==> config.mk <==
export PLATFORM = sky130hd
export DESIGN_NAME = cache
export DESIGN_NICKNAME = d
export VERILOG_FILES = /design/src/design/cache_pkg.sv /design/src/design/cache.sv /design/src/design/data_array.sv /design/src/design/tag_array.sv /design/src/design/lfsr_8bit.sv
export SDC_FILE = /design/constraint.sdc
export NUM_CORES = 2
export LEC_CHECK = 0
export ABC_AREA = 0
export BUFFER_PORTS_ARGS = -buffer_cell sky130_fd_sc_hd__buf_2
export CAP_MARGIN = 10
export CORE_MARGIN = 8
export CORE_UTILIZATION = 40
export CTS_CLUSTER_SIZE = 30
export DETAILED_ROUTE_END_ITERATION = 10
export HOLD_SLACK_MARGIN = 0.08
export PLACE_DENSITY = 0.54
export SLEW_MARGIN = 20
export SYNTH_ARGS = -nofsm -noshare
export SYNTH_HDL_FRONTEND = slang
export SYNTH_HIERARCHICAL = 1
export SYNTH_SLANG_ARGS = --single-unit
==> constraint.sdc <==
create_clock -name clk -period 27.2 [get_ports clk]
set_input_delay 8.16 -clock clk [delete_from_list [all_inputs] [get_ports clk]]
set_output_delay 8.16 -clock clk [all_outputs]
set_load 0.03 [all_outputs]
==> src/design/cache_pkg.sv <==
package cache_pkg;

    // address and data geometry
    parameter int unsigned ADDR_WIDTH = 16;    // byte address
    parameter int unsigned WORD_WIDTH = 32;
    parameter int unsigned BLOCK_WIDTH = 64;   // one cache line, 8 bytes
    parameter int unsigned N_OFFSET_BITS = 3;  // byte offset inside a block

    typedef logic [ADDR_WIDTH-1:0] addr_t;
    typedef logic [WORD_WIDTH-1:0] word_t;
    typedef logic [BLOCK_WIDTH-1:0] block_data_t;

    // address with the byte offset stripped
    typedef logic [ADDR_WIDTH-N_OFFSET_BITS-1:0] block_addr_t;

    typedef enum logic {
        READ  = 1'b0,
        WRITE = 1'b1
    } req_type_t;

    typedef enum logic [1:0] {
        BYTE     = 2'd0,
        HALFWORD = 2'd1,
        WORD     = 2'd2
    } req_width_t;

endpackage
==> src/design/cache.sv <==
`timescale 1ns/1ps

module cache
    import cache_pkg::*;
#(
    parameter int unsigned N_SETS = 16,
    localparam int unsigned N_INDEX_BITS = $clog2(N_SETS),
    localparam int unsigned N_TAG_BITS = ADDR_WIDTH - N_OFFSET_BITS - N_INDEX_BITS
) (
    input  logic        clk,
    input  logic        rst_aL,
    input  logic        init,
    input  logic        req_valid,
    input  req_type_t   req_type,
    input  req_width_t  req_width,
    input  addr_t       req_addr,
    input  word_t       req_wr_data,
    output logic        resp_valid,
    output word_t       resp_rd_data,
    output logic        mem_req_valid,
    output req_type_t   mem_req_type,
    output block_addr_t mem_req_block_addr,
    output block_data_t mem_req_block_data,
    input  logic        mem_req_ready,
    input  logic        mem_resp_valid,
    input  block_data_t mem_resp_block_data
);
    localparam logic [2:0] IDLE        = 3'd0;
    localparam logic [2:0] COMPARE     = 3'd1;
    localparam logic [2:0] REFILL_REQ  = 3'd2;
    localparam logic [2:0] REFILL_WAIT = 3'd3;
    localparam logic [2:0] WRITE_REQ   = 3'd4;

    logic [2:0] state;

    req_type_t   type_q;
    req_width_t  width_q;
    addr_t       addr_q;
    word_t       wr_data_q;
    logic        victim;      // way picked for the refill

    logic                    random_way;
    logic                    way0_valid, way1_valid;
    logic [N_TAG_BITS-1:0]   way0_tag, way1_tag;
    block_data_t             rd_block0, rd_block1;
    logic [N_INDEX_BITS-1:0] arr_index;
    logic                    accept, store_wr, refill_wr;
    logic                    sel0, sel1, hit, victim_next;
    logic [7:0]              store_mask;
    block_data_t             store_block, hit_block, merged_block, arr_wr_block;

    // lookup stage splits the address straight from the request port
    assign accept = (state == IDLE) & req_valid & ~resp_valid;
    assign arr_index = (state == IDLE) ? req_addr[N_OFFSET_BITS +: N_INDEX_BITS]
                                       : addr_q[N_OFFSET_BITS +: N_INDEX_BITS];

    // compare stage
    assign sel0 = way0_valid & (way0_tag == addr_q[ADDR_WIDTH-1 -: N_TAG_BITS]);
    assign sel1 = way1_valid & (way1_tag == addr_q[ADDR_WIDTH-1 -: N_TAG_BITS]);
    assign hit = sel0 | sel1;
    assign hit_block = sel1 ? rd_block1 : rd_block0;
    assign victim_next = ~way0_valid ? 1'b0 :
                         ~way1_valid ? 1'b1 : random_way;

    assign store_wr = (state == COMPARE) & hit & (type_q == WRITE);
    assign refill_wr = (state == REFILL_WAIT) & mem_resp_valid;

    always_comb begin
        case (width_q)
            BYTE: begin
                store_mask = 8'h01 << addr_q[N_OFFSET_BITS-1:0];
                store_block = {8{wr_data_q[7:0]}};
            end
            HALFWORD: begin
                store_mask = 8'h03 << addr_q[N_OFFSET_BITS-1:0];
                store_block = {4{wr_data_q[15:0]}};
            end
            default: begin
                store_mask = 8'h0f << addr_q[N_OFFSET_BITS-1:0];
                store_block = {2{wr_data_q}};
            end
        endcase
    end

    always_comb begin
        for (int b = 0; b < 8; b++) begin
            merged_block[8*b +: 8] = store_mask[b] ? store_block[8*b +: 8] : hit_block[8*b +: 8];
        end
    end

    assign arr_wr_block = refill_wr ? mem_resp_block_data : store_block;

    lfsr_8bit lfsr_i (
        .clk     (clk),
        .rst_aL  (rst_aL),
        .init    (init),
        .out_bit (random_way)
    );

    tag_array #(.N_SETS(N_SETS)) tag_array_i (
        .clk        (clk),
        .rst_aL     (rst_aL),
        .en         (accept | refill_wr),
        .we         (refill_wr),
        .way_mask   (victim ? 2'b10 : 2'b01),
        .index      (arr_index),
        .wr_tag     (addr_q[ADDR_WIDTH-1 -: N_TAG_BITS]),
        .way0_valid (way0_valid),
        .way0_tag   (way0_tag),
        .way1_valid (way1_valid),
        .way1_tag   (way1_tag)
    );

    data_array #(.N_SETS(N_SETS)) data_array_i (
        .clk       (clk),
        .en        (accept | store_wr | refill_wr),
        .we        (store_wr | refill_wr),
        .byte_mask (refill_wr ? (victim ? 16'hff00 : 16'h00ff)
                              : {sel1 ? store_mask : 8'h00, sel0 ? store_mask : 8'h00}),
        .index     (arr_index),
        .wr_block0 (arr_wr_block),
        .wr_block1 (arr_wr_block),
        .rd_block0 (rd_block0),
        .rd_block1 (rd_block1)
    );

    assign mem_req_valid = store_wr | (state == WRITE_REQ) | (state == REFILL_REQ);
    assign mem_req_type = (state == REFILL_REQ) ? READ : WRITE;
    assign mem_req_block_addr = addr_q[ADDR_WIDTH-1:N_OFFSET_BITS];
    assign mem_req_block_data = merged_block;  // array outputs hold while memory stalls

    always_ff @(posedge clk) begin
        if (!rst_aL) begin
            state <= IDLE;
            resp_valid <= 1'b0;
        end else begin
            resp_valid <= 1'b0;
            case (state)
                IDLE: begin
                    if (accept) state <= COMPARE;
                end
                COMPARE: begin
                    if (!hit) begin
                        state <= REFILL_REQ;
                    end else if (type_q == READ || mem_req_ready) begin
                        state <= IDLE;
                        resp_valid <= 1'b1;
                    end else begin
                        state <= WRITE_REQ;  // write-through stalled
                    end
                end
                WRITE_REQ: begin
                    if (mem_req_ready) begin
                        state <= IDLE;
                        resp_valid <= 1'b1;
                    end
                end
                REFILL_REQ: begin
                    if (mem_req_ready) state <= REFILL_WAIT;
                end
                REFILL_WAIT: begin
                    if (mem_resp_valid) state <= IDLE;  // held request replays from idle
                end
                default: state <= IDLE;
            endcase
        end
    end

    always_ff @(posedge clk) begin
        if (accept) begin
            type_q <= req_type;
            width_q <= req_width;
            addr_q <= req_addr;
            wr_data_q <= req_wr_data;
        end
        if (state == COMPARE) begin
            victim <= victim_next;
            resp_rd_data <= hit_block[WORD_WIDTH*addr_q[N_OFFSET_BITS-1] +: WORD_WIDTH];
        end
    end

    // tags in one set stay distinct across refills
    a_one_way_hit: assert property (@(posedge clk) disable iff (!rst_aL)
        (state == COMPARE) |-> !(sel0 && sel1));

    a_aligned: assert property (@(posedge clk) disable iff (!rst_aL)
        accept |-> (req_width == BYTE) ||
                   (req_width == HALFWORD && !req_addr[0]) ||
                   (req_width == WORD && req_addr[1:0] == 2'b00));

    a_resp_in_refill: assert property (@(posedge clk) disable iff (!rst_aL)
        mem_resp_valid |-> (state == REFILL_WAIT));

endmodule

==> src/design/data_array.sv <==
`timescale 1ns/1ps

module data_array
    import cache_pkg::*;
#(
    parameter int unsigned N_SETS = 16,
    localparam int unsigned N_INDEX_BITS = $clog2(N_SETS),
    localparam int unsigned N_BYTES = BLOCK_WIDTH / 8
) (
    input  logic                    clk,
    input  logic                    en,
    input  logic                    we,
    input  logic [2*N_BYTES-1:0]    byte_mask,  // way 1 in the upper half
    input  logic [N_INDEX_BITS-1:0] index,
    input  block_data_t             wr_block0,
    input  block_data_t             wr_block1,
    output block_data_t             rd_block0,
    output block_data_t             rd_block1
);
    block_data_t ways0 [N_SETS];
    block_data_t ways1 [N_SETS];

    // single port, a write cycle does no read
    always_ff @(posedge clk) begin
        if (en) begin
            if (we) begin
                for (int b = 0; b < N_BYTES; b++) begin
                    if (byte_mask[b]) begin
                        ways0[index][8*b +: 8] <= wr_block0[8*b +: 8];
                    end
                    if (byte_mask[N_BYTES+b]) begin
                        ways1[index][8*b +: 8] <= wr_block1[8*b +: 8];
                    end
                end
            end else begin
                rd_block0 <= ways0[index];
                rd_block1 <= ways1[index];
            end
        end
    end

endmodule

==> src/design/tag_array.sv <==
`timescale 1ns/1ps

module tag_array
    import cache_pkg::*;
#(
    parameter int unsigned N_SETS = 16,
    localparam int unsigned N_INDEX_BITS = $clog2(N_SETS),
    localparam int unsigned N_TAG_BITS = ADDR_WIDTH - N_OFFSET_BITS - N_INDEX_BITS
) (
    input  logic                    clk,
    input  logic                    rst_aL,
    input  logic                    en,
    input  logic                    we,
    input  logic [1:0]              way_mask,  // bit 1 is way 1
    input  logic [N_INDEX_BITS-1:0] index,
    input  logic [N_TAG_BITS-1:0]   wr_tag,
    output logic                    way0_valid,
    output logic [N_TAG_BITS-1:0]   way0_tag,
    output logic                    way1_valid,
    output logic [N_TAG_BITS-1:0]   way1_tag
);
    logic [N_TAG_BITS-1:0] tags0 [N_SETS];
    logic [N_TAG_BITS-1:0] tags1 [N_SETS];
    logic [N_SETS-1:0]     valid0;
    logic [N_SETS-1:0]     valid1;

    always_ff @(posedge clk) begin
        if (!rst_aL) begin
            valid0 <= '0;
            valid1 <= '0;
            way0_valid <= 1'b0;
            way1_valid <= 1'b0;
        end else if (en) begin
            if (we) begin
                if (way_mask[0]) valid0[index] <= 1'b1;
                if (way_mask[1]) valid1[index] <= 1'b1;
            end else begin
                way0_valid <= valid0[index];  // seen in the next cycle
                way1_valid <= valid1[index];
            end
        end
    end

    always_ff @(posedge clk) begin
        if (en) begin
            if (we) begin
                if (way_mask[0]) tags0[index] <= wr_tag;
                if (way_mask[1]) tags1[index] <= wr_tag;
            end else begin
                way0_tag <= tags0[index];
                way1_tag <= tags1[index];
            end
        end
    end

    // a refill fills exactly one way
    a_one_way_written: assert property (@(posedge clk) disable iff (!rst_aL)
        (en && we) |-> (way_mask != 2'b11));

endmodule

==> src/design/lfsr_8bit.sv <==
`timescale 1ns/1ps

module lfsr_8bit (
    input  logic clk,
    input  logic rst_aL,
    input  logic init,
    output logic out_bit
);
    localparam logic [7:0] SEED = 8'hb5;

    logic [7:0] lfsr_q;
    logic       phase;     // shift on every second clock
    logic       feedback;

    // taps 8,6,5,4 give the full 255-state sequence
    assign feedback = lfsr_q[7] ^ lfsr_q[5] ^ lfsr_q[4] ^ lfsr_q[3];

    always_ff @(posedge clk) begin
        if (!rst_aL || init) begin
            lfsr_q <= SEED;
            phase <= 1'b0;
        end else begin
            phase <= ~phase;
            if (phase) begin
                lfsr_q <= {lfsr_q[6:0], feedback};
            end
        end
    end

    assign out_bit = lfsr_q[0];  // victim way when the set is full

endmodule

# Word-level counts from Yosys, hierarchy flattened
# Memories as Yosys holds them, arrays and structs flattened. A register that Yosys moved wholly into a read port is not among the register bits.
# Index checks and enable logic that the tools add are counted.
[totals] elab_cells=179 memories=4 inputBits=121 ram_bits=2336 latchBits=0 out_inout_bits=112 register_bits=131 rom_bits=0
[memory_table] memory="data_array_i.ways0" depth=16 width=64 read_ports=1 rd_ports_with_merged_regs=1 write_ports=1 line_no="data_array.sv:20" source="block_data_t ways0 [N_SETS];"
[memory_table] memory="data_array_i.ways1" depth=16 width=64 read_ports=1 rd_ports_with_merged_regs=1 write_ports=1 line_no="data_array.sv:21" source="block_data_t ways1 [N_SETS];"
[memory_table] memory="tag_array_i.tags0" depth=16 width=9 read_ports=1 rd_ports_with_merged_regs=1 write_ports=1 line_no="tag_array.sv:22" source="logic [N_TAG_BITS-1:0] tags0 [N_SETS];"
[memory_table] memory="tag_array_i.tags1" depth=16 width=9 read_ports=1 rd_ports_with_merged_regs=1 write_ports=1 line_no="tag_array.sv:23" source="logic [N_TAG_BITS-1:0] tags1 [N_SETS];"
[classes] n_mul=0 n_eq_ne=11 bitwise_logic=24 div_mod_pow=0 n_lt_le_gt_ge=2 n_shift=4 reduce_logical=11 n_mux=109 add_sub_neg=0
[ops] cell="two-way mux 64 bit" count=2
[ops] cell="case mux 64 bit (2 select lines)" count=1
[ops] cell="two-way mux 1 bit" count=80
[ops] cell="two-way mux 8 bit" count=10
[ops] cell="indexed part select 64 x 7 -> 32 bit" count=1
[ops] cell="two-way mux 16 bit" count=2
[ops] cell="OR 16 bit" count=2
[ops] cell="equality test 9 bit" count=2
[ops] cell="two-way mux 3 bit" count=6
[ops] cell="case mux 8 bit (2 select lines)" count=1
[ops] cell="case mux 3 bit (5 select lines)" count=1
[ops] cell="binary-select mux 1 bit (select 4 bit)" count=2
[ops] cell="inequality test 2 bit, second input constant" count=4
[ops] cell="left shift 1 x 3 -> 8 bit, first input constant" count=1
[ops] cell="left shift 2 x 3 -> 8 bit, first input constant" count=1
[ops] cell="left shift 4 x 3 -> 8 bit, first input constant" count=1
[ops] cell="bitwise AND 1 bit" count=7
[ops] cell="OR 1 bit" count=7
[ops] cell="equality test 3 x 2 -> 1 bit, second input constant" count=2
[ops] cell="AND reduction 3 bit" count=2
[ops] cell="< comparator 4 x 5 -> 1 bit, second input constant" count=1
[ops] cell="inverter 1 bit" count=5
[ops] cell="demux 1 bit (select 4 bit)" count=1
[ops] cell="greater-or-equal comparator 4 x 1 -> 1 bit, second input constant" count=1
[ops] cell="other kinds (14)" count=18

# Logic depth before layout (Yosys ltp)
[logic_depth] word_depth=9 ltp_mapped=11 mapped_depth_nobuf=8

# Modules after synthesis
# Netlist, hierarchy kept.
[modules_own_cells] mod="data_array" seq_area_each_um2=65342.7 cells_per_inst=3578 n_inst=1 area_each_um2=81567.0
[modules_own_cells] mod="tag_array" seq_area_each_um2=9869.5 cells_per_inst=579 n_inst=1 area_each_um2=12851.1
[modules_own_cells] mod="cache" seq_area_each_um2=2602.5 cells_per_inst=621 n_inst=1 area_each_um2=6044.5
[modules_own_cells] mod="lfsr_8bit" seq_area_each_um2=180.2 cells_per_inst=32 n_inst=1 area_each_um2=352.8

# Worst setup path after synthesis
# OpenSTA, ideal clock, no wires.
[synth_timing] path_kind="in2reg" start="input port req_valid" end="register data_array_i.rd_block0[0], read port of data_array_i.ways0 (enable)" required_ps=26569 n_path_buf=0 arrival_time_ps=15519 slack_ps=11050 stages=4 path_cell_list="and3b_1 -> or2_2 -> nand2b_1 -> nor2b_1"
[synth_between] elab_chain_cells=5
[synth_lines] item="start: declaration" line_no="cache.sv:13" source="input logic req_valid,"
[synth_lines] item="bitwise AND 1 bit (2 in series)" line_no="cache.sv:53" source="assign accept = (state == IDLE) & req_valid & ~resp_valid;"
[synth_lines] item="OR 1 bit (2 in series)" line_no="cache.sv:116" source=".en (accept | store_wr | refill_wr),"
[synth_lines] item="AND reduction 2 bit (no line)"
[synth_lines] item="end: declaration" line_no="data_array.sv:17" source="output block_data_t rd_block0,"
# No other way between the ends.
# A chain may end at the register's enable or synchronous reset.

# Worst setup path in the final report
[layout_timing] start="register addr_q[7]" end="output port mem_req_block_data[44]"
[layout_between] elab_chain_cells=4
[layout_lines] item="start: declaration" line_no="cache.sv:38" source="addr_t addr_q;"
[layout_lines] item="start signal: assignment" line_no="cache.sv:173" source="addr_q <= req_addr;"
[layout_lines] item="equality test 9 bit" line_no="cache.sv:59" source="assign sel1 = way1_valid & (way1_tag == addr_q[ADDR_WIDTH-1 -: N_TAG_BITS]);"
[layout_lines] item="bitwise AND 1 bit" line_no="cache.sv:59"
[layout_lines] item="two-way mux 64 bit" line_no="cache.sv:61" source="assign hit_block = sel1 ? rd_block1 : rd_block0;"
[layout_lines] item="two-way mux 8 bit" line_no="cache.sv:87" source="merged_block[8*b +: 8] = store_mask[b] ? store_block[8*b +: 8] : hit_block[8*b +: 8];"
[layout_lines] item="end: declaration" line_no="cache.sv:23" source="output block_data_t mem_req_block_data,"
# No other way between the ends.

==> metrics.md <==
| Metric | Value |
|---|---|
| Status | `completed` |
| I/O Pins | `233` |
| Met1 Usage GRT | `26.7%` |
| Synthesized area | `101000 um2` |
| Final period utilization | `48.1%` |
| Fillers | `21200` |
| Reg clk slew, reported paths | `0.06 ns` |
| Hold_sp | `tag_array_i/valid0[3]$_SDFFE_PN0P_` |
| Largest area contributor in the netlist | `edfxtp_1` |
| Initial antenna violation count | `27` |
| H-tree levels | `5` |
| Worst setup path start | `addr_q[7]$_DFFE_PP_` |
| EDFF count, synth | `2566` |
| Avg Inst Size Synth | `21.0 um2` |
| Global-route wire length before repair | `390000 um` |
| Final min period | `13.09 ns` |
| Crit path required time | `19.04 ns` |
| TNS Setup | `0 ns` |
| Cell variety after synth | `52` |
| Sink Count | `2613` |
| Async set-reset flop share out of synthesis | `0%` |
| Hold path cells | `1` |
| Final setup margin | `14.11 ns` |
| Overall die height | `518 um` |
| Final Setup Violations | `0` |
| Synth warn | `6` |
| Worst r2r dst | `data_array_i/rd_block0[12]$_DFFE_PP_` |
| Nets@finish | `5317` |
| Reg2Reg Launch Point | `state[2]$_SDFFE_PN0P_` |
| Synth-to-Final Area Change | `13.9%` |
| WHS Endpoint | `tag_array_i/valid0[3]$_SDFFE_PN0P_` |
| Worst Skew | `0.0605 ns` |
| Place WS | `13.83 ns` |
| Routed wire length | `278000 um` |
| Worst hold slack | `0.455 ns` |
| First drt pass iteration count | `6` |
| Register area share after synthesis | `77.4%` |
| Row cnt | `184` |
| Vias in the first global route | `50600` |
| DR vias | `49900` |
| Mapped Cells | `4810` |
| Post-CTS sizing | `0` |
| CP Data Arrival Time | `4.93 ns` |
| CTS Hold Buffers Added | `0` |
| Post-synth top cells | `edfxtp_1 (2566), mux4_2 (584), nor2_1 (337)` |
| Mapped Nets | `4931` |
| M3 GR Usage | `3.19%` |
| Number of DRC markers in iteration 0 | `5050` |
| CTS tree | `yes` |
| Largest net degree at the start of global routing | `129` |
| Flop-to-flop setup slack | `20.96 ns` |
| Setup Buffers After CTS | `0` |
| Min-delay worst type | `reg -> reg` |
| Met2 Use GR | `32.6%` |
| Placer Congestion | `0.861` |
| Worst VDD drop | `0.0416 mV` |
| Share of cells above drive strength 1 | `26.7%` |
| DR vias/cell | `5.69` |
| Crit Path Max Fanout | `65` |
| Latest clock arrival within the worst-skew pair | `0.93 ns` |
| Leak | `36.3 nW` |
| GRT Util Overall | `20.2%` |
| Area contributors post-synth | `edfxtp_1 (76%), mux4_2 (13%), a22oi_1 (1.9%), mux2i_1 (1.7%), nor2_1 (1.3%)` |
| Top_reg_cell synth | `edfxtp_1` |
| Maximum clock frequency | `76.4 MHz` |
| Max Transition Viols Final | `0` |
| PnR Total Power | `0.00938 W` |
| Detail Route Antenna Nets | `0` |
| Critical Path Source Type | `flop` |
| Core Area | `251000 um2` |
| Detailed Place HPWL | `173000 um` |
| Worst Tran Pin Value | `1.18 ns` |
| Hold violation total from the final report | `0` |
| Unrepaired setup endpoints after global routing | `false` |
| Clk buf depth | `4` |
| GRT overflow | `0` |
| Synthesized flop and latch total | `2613` |
| CTS Buf Count | `286` |
| Die X | `518 um` |
| WL per Instance | `31.8 um` |
| # DRC | `0` |
| Relative slew slack | `19.2%` |
| Max cap viols | `0` |
| Power density over the cells | `81.7 nW/um2` |
| Busiest grt layer | `met2` |
| Initial Utilization | `40.2%` |
| IO Port Bufs | `232` |
| Yosys top cell area share | `76.4%` |
| CP Capture Type | `output port` |
| Crit Path Category | `reg -> out` |
| Die area | `268000 um2` |
| Count leader, synth | `edfxtp_1` |
| FF-to-FF path depth | `9` |
| CTS root buf | `clkbuf_16` |
registers in the layout, indices dropped and copies added (netlist names), 3 cells and up:
| register | flops |
|---|---|
| data_array_i/ways0 | 1024 |
| data_array_i/ways1 | 1024 |
| tag_array_i/tags0 | 144 |
| tag_array_i/tags1 | 144 |
| data_array_i/rd_block0 | 64 |
| data_array_i/rd_block1 | 64 |
| resp_rd_data | 32 |
| wr_data_q | 32 |
| addr_q | 16 |
| tag_array_i/valid0 | 16 |
| tag_array_i/valid1 | 16 |
| tag_array_i/way0_tag | 9 |
| tag_array_i/way1_tag | 9 |
| lfsr_i/lfsr_q | 8 |
| state | 3 |
logic make-up after synthesis:
family	count (synthesis)	share of synthesized area, %
AOI/OAI and AO/OA	403	2.79
xor gates and xnor gates	21	0.197
buffers and inverters	303	1.59
DFF	2613	77.4
muxes	778	15.3
and+or+nand+nor	692	2.72
per-layer routing:
layer	part of all wire (%)	vias up
met3	6.4	468
met4	5.6	0
met2	48	2026
li1	-	20600
met5	0	-
met1	40	26800
worst max-delay path: stages, from the launching register on:
cell and delay, ns:
edfxtp_1 0.36, buf_4 0.25, xnor2_1 0.24, nand4_1 0.24
nor3_4 0.45, buf_12 0.47, mux2i_1 0.41, mux2i_1 1.02
buf_2 0.37
how the worst max path moves through the flow:
stage,end,slack [ns],cells after the start
3_5_place_dp,data_array_i/rd_block0[13]$_DFFE_PP_,13.83,9
6_report,mem_req_block_data[44],14.11,8
2_1_floorplan,data_array_i/rd_block0[0]$_DFFE_PP_,11.05,4
5_1_grt,mem_req_block_data[44],14.11,8
3_3_place_gp,data_array_i/rd_block0[13]$_DFFE_PP_,13.92,9
4_1_cts,mem_req_block_data[44],14.03,8
power by group:
part | internal [W] | switching [W] | total (W)
Sequential | 0.00459 | 0.0000357 | 0.00462
Combinational | 0.000370 | 0.000752 | 0.00112
Clock | 0.00212 | 0.00152 | 0.00364
Total | 0.00708 | 0.00231 | 0.00938
layout by cell type, fill, tap and decap left out, types with 25 or more instances in the layout:
master,instances
edfxtp_1,2566
mux4_2,584
nor2_1,334
clkbuf_16,290
nand2_1,261
a22oi_1,256
buf_2,232
mux2i_1,160
buf_4,156
clkbuf_1,61
clkinv_1,48
dfxtp_1,47
o21ai_0,46
o21a_1,41
nand2_2,34
clkinv_2,34
diode_2,25
area by class of cell:
type	count	area (um2)	area share, %
Timing Repair Buffer	392	2410	2.10
Clock inverter	126	1130	0.986
Inverter	9	33.8	0.0294
Clock buffer	351	7490	6.52
Sequential cell	2613	78000	67.9
Tap cell	3348	4190	3.65
Antenna cell	25	62.6	0.0545
Multi-Input combinational cell	1894	21500	18.7
through the flow:
stage	instance area [um2]	std cells	utilization, %
2_1_floorplan	101000	4810	-
3_3_place_gp	106000	8255	42.3
3_5_place_dp	106000	8256	42.3
4_1_cts	115000	8733	45.7
5_1_grt	115000	8751	45.7
6_report	115000	8758	45.8
(Power assumes the default switching activity.)
